--- config.mk ---
export PLATFORM = sky130hd
export DESIGN_NAME = rename_core
export DESIGN_NICKNAME = d
export VERILOG_FILES = /design/src/hw/rename_pkg.sv /design/src/hw/free_list.sv /design/src/hw/rename_decode.sv /design/src/hw/alu_execute.sv /design/src/hw/result_writeback.sv /design/src/hw/phys_regfile.sv /design/src/hw/rename_core.sv
export SDC_FILE = /design/constraint.sdc
export NUM_CORES = 2
export LEC_CHECK = 0
export BUFFER_PORTS_ARGS = -buffer_cell sky130_fd_sc_hd__buf_4
export CAP_MARGIN = 0
export CORE_MARGIN = 2
export CORE_UTILIZATION = 45
export DETAILED_ROUTE_END_ITERATION = 7
export PLACE_DENSITY_LB_ADDON = 0.08
export SYNTH_ARGS = -nofsm -noshare
export SYNTH_HDL_FRONTEND = slang
export SYNTH_SLANG_ARGS = --single-unit
--- constraint.sdc ---
create_clock -name clock -period 10.05 [get_ports clock]
set_input_delay 0.5025 -clock clock [delete_from_list [all_inputs] [get_ports clock]]
set_output_delay 0.5025 -clock clock [all_outputs]
set_load 0.02 [all_outputs]
--- src/hw/rename_pkg.sv ---
// rename core package with sizes, the ALU opcode enum and the stage records
`default_nettype none

package rename_pkg;

    //////////////////////////////////////////////////////////////////////
    // sizes
    //////////////////////////////////////////////////////////////////////
    localparam int xlen     = 32;                 // datapath width
    localparam int num_ar   = 8;                  // architectural registers
    localparam int num_pr   = 16;                 // physical registers
    localparam int num_free = num_pr - num_ar;    // free list slots
    localparam int imm_w    = 16;                 // immediate field
    localparam int ar_w     = $clog2(num_ar);
    localparam int pr_w     = $clog2(num_pr);
    localparam int fl_w     = $clog2(num_free) + 1;  // extra msb is the wrap bit

    typedef logic [ar_w-1:0] ar_idx_t;
    typedef logic [pr_w-1:0] pr_idx_t;
    typedef logic [fl_w-1:0] fl_ptr_t;

    // integer ops only, no memory or branch
    typedef enum logic [3:0] {
        op_add  = 4'd0,
        op_sub  = 4'd1,
        op_and  = 4'd2,
        op_or   = 4'd3,
        op_xor  = 4'd4,
        op_sll  = 4'd5,
        op_srl  = 4'd6,
        op_addi = 4'd7,   // rs1 + sign extended imm
        op_lui  = 4'd8    // imm into upper half
    } alu_op_e;

    //////////////////////////////////////////////////////////////////////
    // stage records
    //////////////////////////////////////////////////////////////////////
    typedef struct packed {
        alu_op_e          op;
        ar_idx_t          rd;
        ar_idx_t          rs1;
        ar_idx_t          rs2;
        logic [imm_w-1:0] imm;
    } inst_t;

    // decode to execute
    typedef struct packed {
        logic             valid;
        alu_op_e          op;
        ar_idx_t          rd;
        pr_idx_t          pr_dst;   // newly allocated, 0 when rd is 0
        pr_idx_t          pr_old;   // previous mapping of rd
        pr_idx_t          pr_src1;
        pr_idx_t          pr_src2;
        logic [imm_w-1:0] imm;
    } renamed_t;

    // execute to result
    typedef struct packed {
        logic            valid;
        ar_idx_t         rd;
        pr_idx_t         pr_dst;
        pr_idx_t         pr_old;
        logic [xlen-1:0] value;
    } exec_result_t;

    typedef struct packed {
        logic            valid;
        ar_idx_t         rd;
        pr_idx_t         pr_dst;
        logic [xlen-1:0] value;
    } commit_t;

    // regfile write port, doubles as the forwarding bus
    typedef struct packed {
        logic            en;
        pr_idx_t         idx;
        logic [xlen-1:0] data;
    } pr_write_t;

    typedef struct packed {
        logic    en;
        pr_idx_t idx;
    } pr_release_t;

endpackage

`default_nettype wire

--- src/hw/free_list.sv ---
// free list of physical registers as a circular buffer with wrap bit pointers
`timescale 1ns/100ps
`default_nettype none

module free_list
    import rename_pkg::*;
(
    input  logic        clock,
    input  logic        reset,
    input  logic        alloc,        // pop head
    input  pr_release_t release_in,   // push at tail
    output pr_idx_t     free_pr
);

    pr_idx_t slots [num_free];
    fl_ptr_t head;
    fl_ptr_t tail;
    logic    empty;
    logic    full;

    // same slot index, wrap bits tell empty from full
    assign empty = (head == tail);
    assign full  = (head[fl_w-2:0] == tail[fl_w-2:0]) && (head[fl_w-1] != tail[fl_w-1]);

    assign free_pr = slots[head[fl_w-2:0]];

    always_ff @(posedge clock) begin
        if (reset) begin
            for (int i = 0; i < num_free; i++) begin
                slots[i] <= pr_idx_t'(num_ar + i);   // p8..p15 start free
            end
            head <= '0;
            tail <= fl_ptr_t'(num_free);   // starts full
        end else begin
            if (alloc) begin
                head <= head + 1'b1;
            end
            if (release_in.en) begin
                slots[tail[fl_w-2:0]] <= release_in.idx;
                tail <= tail + 1'b1;
            end
        end
    end

    // at most three in flight, so neither edge of the count is ever hit
    a_no_underflow: assert property (@(posedge clock) disable iff (reset)
        alloc |-> !empty)
        else $error("allocate from an empty free list");

    a_no_overflow: assert property (@(posedge clock) disable iff (reset)
        release_in.en |-> !full)
        else $error("release into a full free list");

endmodule

`default_nettype wire

--- src/hw/rename_decode.sv ---
// decode and rename stage with the speculative map table and the decode register
`timescale 1ns/100ps
`default_nettype none

module rename_decode
    import rename_pkg::*;
(
    input  logic        clock,
    input  logic        reset,
    input  logic        inst_valid,
    input  inst_t       inst,
    input  pr_release_t pr_release,   // from writeback
    output renamed_t    renamed
);

    pr_idx_t  map_table [num_ar];   // arch -> phys, speculative only
    pr_idx_t  free_pr;              // head of the free list
    logic     alloc;
    renamed_t renamed_next;

    //////////////////////////////////////////////////////////////////////
    // free list
    //////////////////////////////////////////////////////////////////////

    // r0 is hardwired, never gets a new register
    assign alloc = inst_valid && (inst.rd != '0);

    free_list u_free_list (
        .clock   (clock),
        .reset   (reset),
        .alloc   (alloc),
        .release_in (pr_release),
        .free_pr (free_pr)
    );

    //////////////////////////////////////////////////////////////////////
    // lookup
    //////////////////////////////////////////////////////////////////////

    always_comb begin
        renamed_next.valid   = inst_valid;
        renamed_next.op      = inst.op;
        renamed_next.rd      = inst.rd;
        renamed_next.pr_dst  = alloc ? free_pr : '0;   // r0 stays on p0
        renamed_next.pr_old  = map_table[inst.rd];     // p0 for r0
        renamed_next.pr_src1 = map_table[inst.rs1];
        renamed_next.pr_src2 = map_table[inst.rs2];
        renamed_next.imm     = inst.imm;
    end

    // map update lands on the same edge as the decode register,
    // so the very next instruction already sees the new name
    always_ff @(posedge clock) begin
        if (reset) begin
            for (int i = 0; i < num_ar; i++) begin
                map_table[i] <= pr_idx_t'(i);   // identity map out of reset
            end
        end else if (alloc) begin
            map_table[inst.rd] <= free_pr;
        end
    end

    //////////////////////////////////////////////////////////////////////
    // decode register
    //////////////////////////////////////////////////////////////////////

    always_ff @(posedge clock) begin
        if (reset) begin
            renamed.valid <= 1'b0;
        end else begin
            renamed <= renamed_next;
        end
    end

    // r0 keeps p0 for the whole run
    a_r0_pinned: assert property (@(posedge clock) disable iff (reset)
        map_table[0] == '0)
        else $error("arch r0 mapped away from p0");

    // p0 must never show up in the free list
    a_no_p0_alloc: assert property (@(posedge clock) disable iff (reset)
        alloc |-> (free_pr != '0))
        else $error("p0 handed out by the free list");

endmodule

`default_nettype wire

--- src/hw/alu_execute.sv ---
// execute stage with operand read, bypass, integer ALU and execute register
`timescale 1ns/100ps
`default_nettype none

module alu_execute
    import rename_pkg::*;
(
    input  logic            clock,
    input  logic            reset,
    input  renamed_t        renamed,
    input  logic [xlen-1:0] rd_data1,
    input  logic [xlen-1:0] rd_data2,
    input  pr_write_t       fwd,       // writeback bus, two ahead
    output pr_idx_t         rd_idx1,
    output pr_idx_t         rd_idx2,
    output exec_result_t    result
);

    logic [xlen-1:0] op_a;
    logic [xlen-1:0] op_b;
    logic [xlen-1:0] imm_sext;
    logic [xlen-1:0] alu_out;
    exec_result_t    result_next;

    // youngest producer wins, p0 always reads zero
    function automatic logic [xlen-1:0] pick_operand(
        input pr_idx_t         src,
        input logic [xlen-1:0] rf_data,
        input exec_result_t    own,
        input pr_write_t       wb
    );
        if (src == '0) return '0;
        if (own.valid && (own.pr_dst == src)) return own.value;   // one ahead
        if (wb.en && (wb.idx == src)) return wb.data;             // two ahead
        return rf_data;
    endfunction

    assign rd_idx1 = renamed.pr_src1;
    assign rd_idx2 = renamed.pr_src2;

    assign op_a     = pick_operand(renamed.pr_src1, rd_data1, result, fwd);
    assign op_b     = pick_operand(renamed.pr_src2, rd_data2, result, fwd);
    assign imm_sext = {{(xlen-imm_w){renamed.imm[imm_w-1]}}, renamed.imm};

    //////////////////////////////////////////////////////////////////////
    // ALU
    //////////////////////////////////////////////////////////////////////
    always_comb begin
        case (renamed.op)
            op_add:  alu_out = op_a + op_b;
            op_sub:  alu_out = op_a - op_b;
            op_and:  alu_out = op_a & op_b;
            op_or:   alu_out = op_a | op_b;
            op_xor:  alu_out = op_a ^ op_b;
            op_sll:  alu_out = op_a << op_b[4:0];   // low 5 bits only
            op_srl:  alu_out = op_a >> op_b[4:0];   // logical
            op_addi: alu_out = op_a + imm_sext;
            op_lui:  alu_out = {renamed.imm, {(xlen-imm_w){1'b0}}};
            default: alu_out = '0;
        endcase
    end

    always_comb begin
        result_next.valid  = renamed.valid;
        result_next.rd     = renamed.rd;
        result_next.pr_dst = renamed.pr_dst;
        result_next.pr_old = renamed.pr_old;
        result_next.value  = alu_out;
    end

    always_ff @(posedge clock) begin
        if (reset) begin
            result.valid <= 1'b0;
        end else begin
            result <= result_next;
        end
    end

    a_legal_op: assert property (@(posedge clock) disable iff (reset)
        renamed.valid |-> renamed.op inside {op_add, op_sub, op_and, op_or, op_xor,
                                             op_sll, op_srl, op_addi, op_lui})
        else $error("illegal opcode %0d reached execute", renamed.op);

endmodule

`default_nettype wire

--- src/hw/result_writeback.sv ---
// result stage, drives the regfile write, the old register release and commit
`timescale 1ns/100ps
`default_nettype none

module result_writeback
    import rename_pkg::*;
(
    input  logic         clock,
    input  logic         reset,
    input  exec_result_t result,
    output pr_write_t    pr_write,
    output pr_release_t  pr_release,
    output commit_t      commit
);

    exec_result_t result_q;
    logic         writes_rd;   // r0 results go nowhere

    always_ff @(posedge clock) begin
        if (reset) begin
            result_q.valid <= 1'b0;
        end else begin
            result_q <= result;
        end
    end

    assign writes_rd = result_q.valid && (result_q.rd != '0);

    // in order completion, so the displaced register is dead here
    always_comb begin
        pr_write.en    = writes_rd;
        pr_write.idx   = result_q.pr_dst;
        pr_write.data  = result_q.value;
        pr_release.en  = writes_rd;
        pr_release.idx = result_q.pr_old;
    end

    always_comb begin
        commit.valid  = result_q.valid;
        commit.rd     = result_q.rd;
        commit.pr_dst = result_q.pr_dst;
        commit.value  = result_q.value;
    end

    // decode must have handed out a fresh register, never the old one
    a_new_not_old: assert property (@(posedge clock) disable iff (reset)
        (pr_write.en && pr_release.en) |-> (pr_write.idx != pr_release.idx))
        else $error("p%0d written and released together", pr_write.idx);

endmodule

`default_nettype wire

--- src/hw/phys_regfile.sv ---
// physical register file, 16 x 32 with two async reads and one clocked write
`timescale 1ns/100ps
`default_nettype none

module phys_regfile
    import rename_pkg::*;
(
    input  logic            clock,
    input  logic            reset,
    input  pr_idx_t         rd_idx1,
    input  pr_idx_t         rd_idx2,
    input  pr_write_t       pr_write,
    output logic [xlen-1:0] rd_data1,
    output logic [xlen-1:0] rd_data2
);

    logic [xlen-1:0] regs [num_pr];

    // p0 is the zero register, never written
    always_ff @(posedge clock) begin
        if (reset) begin
            for (int i = 0; i < num_pr; i++) begin
                regs[i] <= '0;
            end
        end else if (pr_write.en && (pr_write.idx != '0)) begin
            regs[pr_write.idx] <= pr_write.data;
        end
    end

    // no internal bypass, execute handles same cycle writes
    assign rd_data1 = regs[rd_idx1];
    assign rd_data2 = regs[rd_idx2];

endmodule

`default_nettype wire

--- src/hw/rename_core.sv ---
// rename core top level, single issue rename, execute and writeback pipeline
`timescale 1ns/100ps
`default_nettype none

module rename_core
    import rename_pkg::*;
(
    input  logic    clock,
    input  logic    reset,
    input  logic    inst_valid,   // one instruction per strobe
    input  inst_t   inst,
    output commit_t commit        // one record per instruction, 3 cycles later
);

    renamed_t        renamed;        // decode -> execute
    exec_result_t    result;         // execute -> result
    pr_write_t       pr_write;       // result -> regfile, execute bypass
    pr_release_t     pr_release;     // result -> free list
    pr_idx_t         rd_idx1;
    pr_idx_t         rd_idx2;
    logic [xlen-1:0] rd_data1;
    logic [xlen-1:0] rd_data2;

    rename_decode u_decode (
        .clock      (clock),
        .reset      (reset),
        .inst_valid (inst_valid),
        .inst       (inst),
        .pr_release (pr_release),   // freed registers back into the list
        .renamed    (renamed)
    );

    alu_execute u_execute (
        .clock    (clock),
        .reset    (reset),
        .renamed  (renamed),
        .rd_data1 (rd_data1),
        .rd_data2 (rd_data2),
        .fwd      (pr_write),
        .rd_idx1  (rd_idx1),
        .rd_idx2  (rd_idx2),
        .result   (result)
    );

    result_writeback u_result (
        .clock      (clock),
        .reset      (reset),
        .result     (result),
        .pr_write   (pr_write),
        .pr_release (pr_release),
        .commit     (commit)
    );

    phys_regfile u_regfile (
        .clock    (clock),
        .reset    (reset),
        .rd_idx1  (rd_idx1),
        .rd_idx2  (rd_idx2),
        .pr_write (pr_write),
        .rd_data1 (rd_data1),
        .rd_data2 (rd_data2)
    );

endmodule

`default_nettype wire

==> flow_metrics.py <==
metrics = {
    "setup_path": {
        "critPathRequiredTime_ps": 10450,
        "path_max_fanout": 52,
        "slowest_delay_ps": 670,
        "critPathLaunchType": "flop",
        "slowest_stage": "or4_1",
        "worstPathCellList": "buf_4, buf_12, buf_4, mux4_2, a22oi_1, a22oi_1, a211oi_1, nor3_1, nand3b_1, or4_1, nor2_1, xnor2_1, o221ai_1, ha_1, and2_1, a221oi_1, o31a_1, o21ai_0, a31o_2, a2111oi_0, o21ai_0, xnor3_1, o221ai_1",
        "crit_path_end_kind": "flop",
        "worstSetupPathType": "flop to flop",
        "crit_arrival_ps": 8340,
        "worstRegToRegCells": 23,
    },
    "clock_tree": {
        "numCtsBuffers": 84,
        "cts_sinks": 713,
        "htreeDepth": 3,
        "cts_tree": "yes",
        "clkTransAtPathRegs_ps": 60,
        "clk_latency_ps": 680,
        "ctsRootBufferMaster": "clkbuf_16",
        "clock_path_buffers": 3,
    },
    "detailed_routing": {
        "postRouteAntennaNets": 0,
        "post_drt_wl_per_cell_um": 34.8,
        "vias_per_cell": 6.71,
        "wl_um": 167000,
        "first_iter_violations": 4172,
        "drcViolationCount": 0,
        "num_vias": 32300,
        "firstDrtPassIters": 6,
    },
    "global_routing": {
        "use_met3": 0.0493,
        "use_met1": 0.451,
        "grt_max_degree": 119,
        "grt_pass1_wl_um": 238000,
        "grt_usage": 0.336,
        "grt_pass1_vias": 31800,
        "met2_usage": 0.546,
        "antenna_found_initial": 1,
        "gr-total-overflow": 0,
        "top_usage_layer": "met2",
    },
    "synth": {
        "yosys-top-cells-area": "edfxtp_1 48%, mux4_2 14%, and2_1 5.2%",
        "yosysSeqAreaShare": 0.487,
        "ys_seq_elements": 713,
        "synth_top_cell_area_share": 0.482,
        "synth.distinct_cells": 93,
        "synth.largest_area_cell": "edfxtp_1",
        "synth-main-ff-cell": "edfxtp_1",
        "async_flop_share": 0,
        "postSynthCellCount": 3458,
        "avgSynthCellArea_sq_um": 12.6,
        "netlist_area_sq_um": 43700,
        "yosys_warnings": 0,
        "synth_edf_count": 701,
    },
    "timing": {
        "timing.hold.ws_ps": 192,
        "tightest_slew_ps": 1260,
        "timing.final.crit_period_ps": 7940,
        "fmax_mhz": 126,
        "finalSetupTns_ps": 0,
        "slew_headroom": 0.154,
        "rsz0062_at_grt": "false",
        "skew_ps": 29.1,
        "period_share": 0.790,
        "slew_violations": 0,
        "hold_viol": 0,
        "setup_violations": 0,
    },
    "run": {
        "maxCapViolations": 0,
    },
    "min_path": {
        "min_path_type": "input port to flop",
        "hold_depth": 2,
    },
    "power_and_ir_drop": {
        "ir_drop_mv": 0.135,
        "p_total_mw": 9.11,
        "p_leak_nw": 17.8,
        "power-per-cell-area_nw_per_um2": 187,
    },
    "layout": {
        "nets": 3600,
        "final_cell_mix": "701 x edfxtp_1, 365 x and2_1, 269 x mux4_2, 218 x mux2i_1, 176 x buf_4",
        "area_delta_synth_final_pct": 11.3,
        "final_common_cell": "edfxtp_1",
        "finish.utilization": 0.504,
        "drive_above_1_share": 0.200,
    },
    "floorplanning": {
        "initial_core_util": 0.453,
        "ios": 72,
        "fp.dieArea_sq_um": 99600,
        "dieWidth_um": 316,
        "core_area_sq_um": 96400,
        "die_y_um": 316,
        "core.rowCount": 114,
    },
    "place": {
        "portBuffers": 71,
        "hpwlAfterDp_um": 111000,
        "gp_congestion": 0.968,
    },
    "run_status": {
        "outcome": "complete, no violations",
    },
}
-- registers in the layout, indices dropped and copies added (netlist names), named ones only --
register,count
u_regfile.regs,512
u_decode.u_free_list.tail,3
u_decode.renamed,40
u_decode.map_table,32
u_decode.u_free_list.slots,32
u_result.commit,40
u_decode.u_free_list.head,3
u_result.pr_release,4
u_execute.result,44
-- final cells by class --
| class | instances | area, sq um |
|---|---|---|
| diodes | 1 | 2.50 |
| repair buffers | 200 | 1600 |
| well taps | 1276 | 1600 |
| clock buffers | 105 | 2260 |
| clock inverters | 49 | 480 |
| flip-flops and latches | 713 | 21300 |
| inverters | 95 | 367 |
| multi-input cells | 2378 | 21000 |
| fillers | 8434 | 47800 |
-- worst max-delay path: cells and delay by family (launching register included) --
kind                     cells  cell delay [ps]
buffers and inverters        3             1290
flip-flops                   1              320
XOR/XNOR                     2              380
multiplexers                 1              570
adder cells (fa/ha/maj)      1              360
AO/OA/AOI/OAI               11             3130
AND/OR/NAND/NOR              5             1580
-- synthesized netlist by cell type, drive strengths merged, types with 40 or more instances --
library cell and number:
nor4 46, ha 95, nor2b 45, buf 103, and2 367, inv 94, a211oi 40, edfxtp 701
o221ai 55, a22oi 72, clkbuf 204, o21ai 119, mux2 50, mux4 269, a21oi 86, mux2i 218
nor3 140, nor2 140, xnor2 50, nand2 140
-- kinds of logic after synthesis --
family | Yosys count | synth area share
AOI/OAI and AO/OA | 615 | 0.101
xor gates and xnor gates | 71 | 0.0145
adders and majority gates | 96 | 0.0277
buffers and inverters | 402 | 0.0402
DFF | 713 | 0.487
muxes | 537 | 0.202
other | 1 | 0.0000858
and+or+nand+nor | 1023 | 0.128
-- worst paths after layout --
check | from | end | slack, ps
worst max-delay path | u_decode.renamed[16] | u_execute.result[31] | 2110
worst min-delay path | reset | flop | 190
worst max register to register | u_decode.renamed[16] | u_execute.result[31] | 2110
worst min register to register | u_decode.renamed[24] | u_execute.result[32] | 420
-- routing by layer --
metal  vias to the layer above  wire, um  part of all wire
met3                       360     14300             0.086
met4                         0      7350             0.044
li1                      13500         -                 -
met5                         -         0                 0
met2                      1852     79900              0.48
met1                     16700     65900              0.39
-- repair_timing --
action,in CTS,in global routing
setup buffers,0,0
gates resized for setup,0,0
hold buffers,20,0
hold endpoints to repair,20,0
-- where the power goes --
group / internal (mW) / switching [mW] / total [mW]
Combinational: 0.843 / 1.54 / 2.38
Clock: 1.81 / 1.30 / 3.10
Sequential: 3.44 / 0.188 / 3.63
Total: 6.09 / 3.02 / 9.11
-- through the flow --
stage | area [sq um] | setup slack (ps) | std cells
floorplan | 43800 | 1420 | 3493
global placement | 45700 | 2230 | 4642
detailed placement | 45700 | 2160 | 4642
CTS | 48600 | 2150 | 4816
global route | 48600 | 1600 | 4816
finish | 48600 | 2110 | 4817
Power figures use the tool's default switching activity.
